<file path="config.mk">
export PLATFORM = sky130hd
export DESIGN_NAME = r5p_bus_gpio_flat
export DESIGN_NICKNAME = d
export VERILOG_FILES = /design/src/hw/r5p_bus_pkg.sv /design/src/hw/r5p_bus_if.sv /design/src/hw/r5p_bus_gpio.sv /design/src/flat_wrapper.sv
export VERILOG_INCLUDE_DIRS = /design/src /design/src/include
export SDC_FILE = /design/constraint.sdc
export NUM_CORES = 1
export LEC_CHECK = 0
export BUFFER_PORTS_ARGS = -buffer_cell sky130_fd_sc_hd__buf_2
export CORE_MARGIN = 4
export CORE_UTILIZATION = 52
export CTS_CLUSTER_DIAMETER = 120
export DETAILED_ROUTE_END_ITERATION = 8
export MAX_ROUTING_LAYER = met4
export PLACE_DENSITY = 0.84
export RECOVER_POWER = 50
export SYNTH_ARGS = -nofsm -noshare
export SYNTH_HDL_FRONTEND = slang
export SYNTH_SLANG_ARGS = --single-unit
</file>
<file path="constraint.sdc">
create_clock -name clk -period 14.5 [get_ports clk]
set_input_delay 3.625 -clock clk [delete_from_list [all_inputs] [get_ports clk]]
set_output_delay 3.625 -clock clk [all_outputs]
set_load 0.02 [all_outputs]
</file>
<file path="src/include/r5p_bus_defines.svh">
////////////////////////////////////////////////////////////
// r5p system bus parameters
// bus widths, device count, memory size and address map
////////////////////////////////////////////////////////////

`ifndef R5P_BUS_DEFINES_SVH
`define R5P_BUS_DEFINES_SVH

// bus widths
`define R5P_AW 32  // address width
`define R5P_DW 32  // data width, byte select is DW/8

// interconnect
`define R5P_BN 2   // devices behind the decoder

////////////////////////////////////////////////////////////
// address map
////////////////////////////////////////////////////////////

// memory window 4 KiB, only 1 KiB populated, wraps
`define R5P_MEM_AS 32'h0000_0xxx
// gpio window, 256 bytes
`define R5P_GPIO_AS 32'h0001_00xx

// memory size in words
`define R5P_MEM_DEPTH 256

`endif

</file>
<file path="src/hw/r5p_bus_pkg.sv">
////////////////////////////////////////////////////////////
// r5p system bus types and gpio register map
////////////////////////////////////////////////////////////

`include "r5p_bus_defines.svh"

package r5p_bus_pkg;

  // bus field vectors
  typedef logic [`R5P_AW-1:0]   r5p_adr_t;  // address
  typedef logic [`R5P_DW-1:0]   r5p_dat_t;  // read/write data
  typedef logic [`R5P_DW/8-1:0] r5p_sel_t;  // byte select

  // gpio register offsets inside the 256 byte window
  // other offsets read zero, writes dropped
  typedef enum logic [7:0] {
    GPIO_OUT = 8'h00,  // output register, rw
    GPIO_IN  = 8'h04   // synchronized input, ro
  } r5p_gpio_reg_e;

endpackage: r5p_bus_pkg

</file>
<file path="src/hw/r5p_bus_if.sv">
////////////////////////////////////////////////////////////
// r5p system bus interface
// request/acknowledge bus, one transfer per req & ack cycle
////////////////////////////////////////////////////////////

`timescale 1ns/10ps

interface r5p_bus_if
  import r5p_bus_pkg::*;
();

  // request side
  logic     req;  // request
  logic     wen;  // write enable, 0 is read
  r5p_adr_t adr;  // byte address
  r5p_sel_t sel;  // byte select
  r5p_dat_t wdt;  // write data
  // response side
  r5p_dat_t rdt;  // read data, cycle after transfer
  logic     ack;  // acknowledge

  // requester, master or decoder output
  modport man (
    output req,
    output wen,
    output adr,
    output sel,
    output wdt,
    input  rdt,
    input  ack
  );

  // device, or decoder input
  modport sub (
    input  req,
    input  wen,
    input  adr,
    input  sel,
    input  wdt,
    output rdt,
    output ack
  );

endinterface: r5p_bus_if

</file>
<file path="src/hw/r5p_bus_gpio.sv">
////////////////////////////////////////////////////////////
// r5p bus gpio device
// output register and synchronized input, one wait state
////////////////////////////////////////////////////////////

`timescale 1ns/10ps

`include "r5p_bus_defines.svh"

module r5p_bus_gpio
  import r5p_bus_pkg::*;
(
  input  logic     clk,
  input  logic     rst,
  r5p_bus_if.sub   bus,
  output r5p_dat_t gpio_out,  // driven pins
  input  r5p_dat_t gpio_in    // asynchronous pins
);

  localparam int unsigned SW = `R5P_DW/8;

  logic       wst;      // wait state done, ack allowed
  logic       trn;      // transfer this cycle
  logic [7:0] ofs;      // register offset
  r5p_dat_t   in_meta;  // first sync stage
  r5p_dat_t   in_sync;  // second sync stage, readable

  assign ofs = bus.adr[7:0];
  assign trn = bus.req & bus.ack;

  ////////////////////////////////////////////////////////////
  // wait state
  ////////////////////////////////////////////////////////////

  // ack in the second request cycle
  assign bus.ack = bus.req & wst;

  always_ff @(posedge clk, posedge rst) begin
    if (rst) begin
      wst <= 1'b0;
    end else begin
      wst <= bus.req & ~bus.ack;  // cleared after each transfer
    end
  end

  ////////////////////////////////////////////////////////////
  // registers
  ////////////////////////////////////////////////////////////

  // output register, byte select writes
  always_ff @(posedge clk, posedge rst) begin
    if (rst) begin
      gpio_out <= '0;
    end else if (trn && bus.wen && ofs == GPIO_OUT) begin
      for (int unsigned b = 0; b < SW; b++) begin
        if (bus.sel[b]) gpio_out[8*b +: 8] <= bus.wdt[8*b +: 8];
      end
    end
  end

  // two flop input synchronizer
  always_ff @(posedge clk, posedge rst) begin
    if (rst) begin
      in_meta <= '0;
      in_sync <= '0;
    end else begin
      in_meta <= gpio_in;
      in_sync <= in_meta;
    end
  end

  // read mux, registered
  always_ff @(posedge clk, posedge rst) begin
    if (rst) begin
      bus.rdt <= '0;
    end else if (trn && !bus.wen) begin
      case (ofs)
        GPIO_OUT: bus.rdt <= gpio_out;
        GPIO_IN:  bus.rdt <= in_sync;
        default:  bus.rdt <= '0;  // unlisted offset
      endcase
    end
  end

endmodule: r5p_bus_gpio

</file>
<file path="src/flat_wrapper.sv">
// flat-port wrapper written by rule: the top's interface ports become plain ports
module r5p_bus_gpio_flat import r5p_bus_pkg::*;
  (clk, rst, gpio_out, gpio_in, bus_req, bus_wen, bus_adr, bus_sel, bus_wdt, bus_rdt, bus_ack);
  r5p_bus_if bus_i ();
  input  logic clk;
  input  logic rst;
  output r5p_dat_t gpio_out;
  input  r5p_dat_t gpio_in;
  input wire logic [$bits(bus_i.req)-1:0] bus_req;
  input wire logic [$bits(bus_i.wen)-1:0] bus_wen;
  input wire logic [$bits(bus_i.adr)-1:0] bus_adr;
  input wire logic [$bits(bus_i.sel)-1:0] bus_sel;
  input wire logic [$bits(bus_i.wdt)-1:0] bus_wdt;
  output wire logic [$bits(bus_i.rdt)-1:0] bus_rdt;
  output wire logic [$bits(bus_i.ack)-1:0] bus_ack;
  assign bus_i.req = bus_req;
  assign bus_i.wen = bus_wen;
  assign bus_i.adr = bus_adr;
  assign bus_i.sel = bus_sel;
  assign bus_i.wdt = bus_wdt;
  assign bus_rdt = bus_i.rdt;
  assign bus_ack = bus_i.ack;
  r5p_bus_gpio u_core (.clk(clk), .rst(rst), .bus(bus_i), .gpio_out(gpio_out), .gpio_in(gpio_in));
endmodule
</file>
==> impl_metrics.yaml, run 1 <==
die:
  initial_core_util: 0.545
  die_w_um: 101
  ios: 169
  rows: 33
  coreArea_um2: 8340
  dieHeight_um: 101
  dieArea_um2: 10300
route:
  firstDrtPassIters: 4
  wl_um: 9340
  vias: 2857
  ant_nets: 0
  drc: 0
  drt_iter0_markers: 48
  via_per_inst: 5.16
  wl_per_cell_um: 16.9
logic_synthesis:
  synth_top_area_cell: "dfrtp_1"
  ys.warnings.count: 0
  synth_cells: 286
  yosys.cell_types.count: 19
  syn-num-nets: 390
  ys_seq_elements: 129
  netlist.area_leader.share: 0.710
  syn_area_um2: 4550
  avgSynthCellArea_um2: 15.9
  synth_area_leaders: "dfrtp_1 71%, mux2_2 7.9%, mux2i_1 7.0%, o21ai_2 5.4%, nand2_1 2.6%"
  ys_seq_area_frac: 0.710
grt:
  grt_max_degree: 71
  grtUsageTotal: 0.198
  overflow: 0
  grt_pass1_wl_um: 14900
  grt_pass1_vias: 3009
  antenna_found_initial: 0
worst_setup_path:
  crit_type: "primary input to primary output"
  cp_max_fo: 4
  crit_slowest_cell: "buf_2"
  crit_path_end_kind: "primary output"
  cp_slowest_stage_delay_ns: 0.15
  worstPathCellList: "clkbuf_1 > and2_1 > buf_2"
  critPathArrivalTime_ns: 4.04
  startpoint_type: "primary input"
  critPathBufInv: 2
  cp.required_ns: 10.88
  crit_family: "buffers and inverters"
timing:
  rsz0062_at_grt: "no"
  min_period_ns: 7.66
  fin_worst_skew_ns: 0.00849
  finalMaxSlewViolations: 61
  worst_slew_pin_slew_ns: 2.52
  hold_ws_ns: 0.343
  period_share: 0.529
  fmax_mhz: 130
  final-setup-viol-count: 0
  slew-limit-headroom: -0.686
  finalHoldViolCount: 0
  fin_setup_tns_ns: 0
final_layout:
  fin_nets: 542
  drive_above_1_share: 0.450
  post-route-cell-area_um2: 5850
  syn_to_final_growth_pct: 28.8
  instances_no_fill: 554
  diodes: 0
clocking:
  clockBufferDepth: 2
  root_buffer: "clkbuf_8"
  cts_max_level: 4
  cts_tree: "yes"
  numCtsBuffers: 17
  clkLatencyLatePin_ns: 0.49
  cts.sinks: 129
  holdBufCountCts: 0
  ctsResizeCount: 0
  clk_pin_slew_worst_paths_ns: 0.06
  post-cts-setup-buffers: 0
power_and_ir_drop:
  p_per_area_nw_per_um2: 138
  power_mw: 0.807
  p_leak_nw: 2.95
  peakVddDrop_mv: 0.0866
hold_path:
  hold_path.class: "register to register"
placement:
  place_area_um2: 5340
  dpl.hpwl_um: 6260
  dp_cells: 524
  portBuffers: 144
  gp_congestion: 0.746
run_status:
  violations: "capacitance limit, slew limit"
  outcome: "finished, violations left"
run:
  maxCapViolCount: 1
metrics by stage:
stage | utilization | setup slack, ns
after floorplan | - | 7.03
after global placement | 0.640 | 6.84
after detailed placement | 0.640 | 6.84
after CTS | 0.708 | 6.84
after global routing | 0.702 | 6.78
final | 0.702 | 6.84
routing by layer:
metal / vias up / part of all wire / GRT usage
li1: 1297 / - / -
met1: 1446 / 0.39 / 0.228
met4: 0 / 0.020 / 0.0838
met3: 18 / 0.056 / 0.0496
met5: - / 0 / -
met2: 96 / 0.54 / 0.329
power breakdown:
group	leakage, nW	internal (mW)	switching (mW)
combinational	1.03	0.0130	0.0187
sequential	1.65	0.370	0.00336
clock	0.269	0.259	0.143
worst paths after layout:
check | cells after the start | end | slack, ns | from
worst min-delay path | 0 | u_core.in_sync[2] | 0.34 | u_core.in_meta[2]
max in group asynchronous | 3 | u_core.gpio_out[5] | 8.95 | rst
worst max-delay path | 3 | bus_ack | 6.84 | bus_req
worst min register to register | 0 | u_core.in_sync[2] | 0.34 | u_core.in_meta[2]
worst max register to register | 3 | u_core.gpio_out[6] | 12.33 | u_core.wst
min in group asynchronous | 2 | u_core.in_meta[13] | 3.82 | rst
kinds of logic (layout without fill, tap and decap cells):
group	Yosys count	count (layout)	share of synthesized area
compound gates	32	32	0.0584
buf+inv	14	177	0.0173
flops	129	129	0.710
mux	64	64	0.150
simple gates	47	47	0.0644
placed cells by master, fill, tap and decap left out, drive strengths merged:
| cell type | netlist | routed |
|---|---|---|
| and2 | 1 | 1 |
| buf | 5 | 108 |
| bufinv | 0 | 3 |
| clkbuf | 8 | 57 |
| clkinv | 0 | 5 |
| clkinvlp | 0 | 4 |
| dfrtp | 129 | 129 |
| mux2 | 32 | 32 |
| mux2i | 32 | 32 |
| nand2 | 32 | 32 |
| nand3b | 5 | 5 |
| nand4bb | 1 | 1 |
| nor2b | 1 | 1 |
| nor4 | 4 | 4 |
| o21ai | 32 | 32 |
| or4 | 3 | 3 |
worst reg2reg max path, stage by stage, from the launching register on:
cell and delay, ns:
dfrtp_1 0.37, nand4bb_1 0.49, nor4_4 0.79, mux2_2 0.41
Yosys cell counts, drive strengths merged:
cell type / n
mux2: 32
o21ai: 32
nand3b: 5
nand4bb: 1
clkbuf: 8
nand2: 32
dfrtp: 129
nor2b: 1
or4: 3
mux2i: 32
nor4: 4
inv: 1
and2: 1
buf: 5
cell type report:
cell class	instances	area, um^2
Clock buffer	19	422
Clock inverter	11	141
Fill cell	597	2490
Inverter	1	5.00
Multi-Input combinational cell	143	1240
Sequential cell	129	3230
Tap cell	105	131
Timing Repair Buffer	146	688
sequential cells by signal, indices dropped and copies added, names as in the netlist:
name,cells
u_core.in_meta,32
u_core.gpio_out,32
u_core.in_sync,32
u_core.wst,1
u_core.bus.rdt,32
Note: power is estimated with default switching activity, not from simulation.
==> run 2, diff against run 1 <==
Settings changed: CORE_UTILIZATION 52 to 44, PLACE_DENSITY 0.84 to 0.75.
Clock period 14.5 ns to 6.5 ns, I/O delays scaled along.
==> impl_metrics.yaml, run 2 (synthesis results as in run 1) <==
final_layout:
  diodes: 0
  layout_common_cells: "129 x dfrtp_1, 112 x buf_2"
  post-route-cell-area_um2: 5880
  syn_to_final_growth_pct: 29.4
  fillerInstances: 857
  drive_above_1_share: 0.470
  fin_nets: 542
  final_common_cell: "dfrtp_1"
run_status:
  violations: "capacitance limit, slew limit"
  outcome: "finished, violations left"
clocking:
  ctsResizeCount: 0
  cts_tree: "yes"
  cts_max_level: 4
  cts.sinks: 129
  clockBufferDepth: 2
  holdBufCountCts: 0
  post-cts-setup-buffers: 0
  clkLatencyLatePin_ns: 0.50
  root_buffer: "clkbuf_8"
  numCtsBuffers: 17
  clk_pin_slew_worst_paths_ns: 0.06
worst_setup_path:
  crit_type: "primary input to primary output"
  worstPathCellList: "clkbuf_1 > and2_1 > buf_2"
  cp.required_ns: 4.88
  startpoint_type: "primary input"
  crit_slowest_cell: "clkbuf_1"
  critPathArrivalTime_ns: 2.08
  cp_max_fo: 4
  crit_path_end_kind: "primary output"
  cp_slowest_stage_delay_ns: 0.16
  crit_start: "bus_req"
  r2r-start: "u_core.wst"
die:
  dieArea_um2: 12000
  initial_core_util: 0.459
  dieHeight_um: 110
  coreArea_um2: 9910
  rows: 36
  die_w_um: 110
  ios: 169
route:
  ant_nets: 0
  firstDrtPassIters: 4
  drc: 0
  drt_iter0_markers: 84
  wl_um: 9510
  wl_per_cell_um: 16.3
  vias: 2795
  via_per_inst: 4.79
grt:
  overflow: 0
  antenna_found_initial: 0
  grt_max_degree: 68
  grt_pass1_vias: 2934
  grtUsageTotal: 0.173
  grt_pass1_wl_um: 14900
placement:
  portBuffers: 144
  gp_congestion: 0.780
  dpl.hpwl_um: 6620
  place_area_um2: 5380
  pre_cts_ws_ns: 2.77
timing:
  final-setup-viol-count: 0
  period_share: 0.571
  hold_ws_ns: 0.345
  fin_setup_tns_ns: 0
  worst_slew_pin_slew_ns: 2.81
  slew-limit-headroom: -0.886
  min_period_ns: 3.71
  fmax_mhz: 270
  finalMaxSlewViolations: 68
  finalHoldViolCount: 0
  fin_worst_skew_ns: 0.00479
  rsz0062_at_grt: "no"
  setup_ws_ns: 2.79
power_and_ir_drop:
  p_leak_nw: 2.96
  peakVddDrop_mv: 0.249
  p_per_area_nw_per_um2: 300
hold_path:
  hold_path.class: "register to register"
  hold_start: "u_core.in_meta[27]"
run:
  maxCapViolCount: 1
==> run 2: path summary, 6_finish.rpt <==
check                                       to  slack (ns)  cells after the start
max                                    bus_ack        2.79                      3
min                         u_core.in_sync[27]        0.35                      0
max reg2reg                u_core.gpio_out[14]        4.27                      3
min reg2reg                 u_core.in_sync[27]        0.35                      0
max in group asynchronous   u_core.in_meta[11]        2.83                      3
min in group asynchronous   u_core.in_sync[14]        1.91                      2
==> run 2: power by group <==
group | internal (mW) | total [mW] | switching [mW] | leakage (nW)
logic | 0.0291 | 0.0710 | 0.0419 | 1.06
clock network | 0.509 | 0.858 | 0.349 | 0.254
registers | 0.826 | 0.833 | 0.00692 | 1.65
==> run 2: area by class of cell <==
| cell class | instances | area, um^2 | area share |
|---|---|---|---|
| tap | 133 | 166 | 0.0283 |
| sequential | 129 | 3230 | 0.549 |
| clock buffer | 17 | 414 | 0.0704 |
| clock inverter | 15 | 134 | 0.0228 |
| timing repair buffer | 146 | 696 | 0.118 |
| multi-input combinational | 143 | 1240 | 0.211 |
| inverter | 1 | 5.00 | 0.000851 |
==> run 2: critical path, delay by kind of cell <==
family                 cells  cell delay (ns)
AND/OR/NAND/NOR            1             0.14
buffers and inverters      2             0.31
==> run 2: metrics by stage <==
stage / utilization / power (mW) / instances
after floorplan: - / 0.883 / 286
after global placement: 0.542 / 0.917 / 552
after detailed placement: 0.542 / 0.921 / 552
after CTS: 0.598 / 1.79 / 584
after global routing: 0.594 / 1.83 / 584
final: 0.594 / 1.76 / 584
==> run 2: routing by layer <==
metal | share of wire | track usage
met3 | 0.057 | 0.0405
met5 | 0 | -
met4 | 0.025 | 0.0890
met1 | 0.40 | 0.201
met2 | 0.52 | 0.282
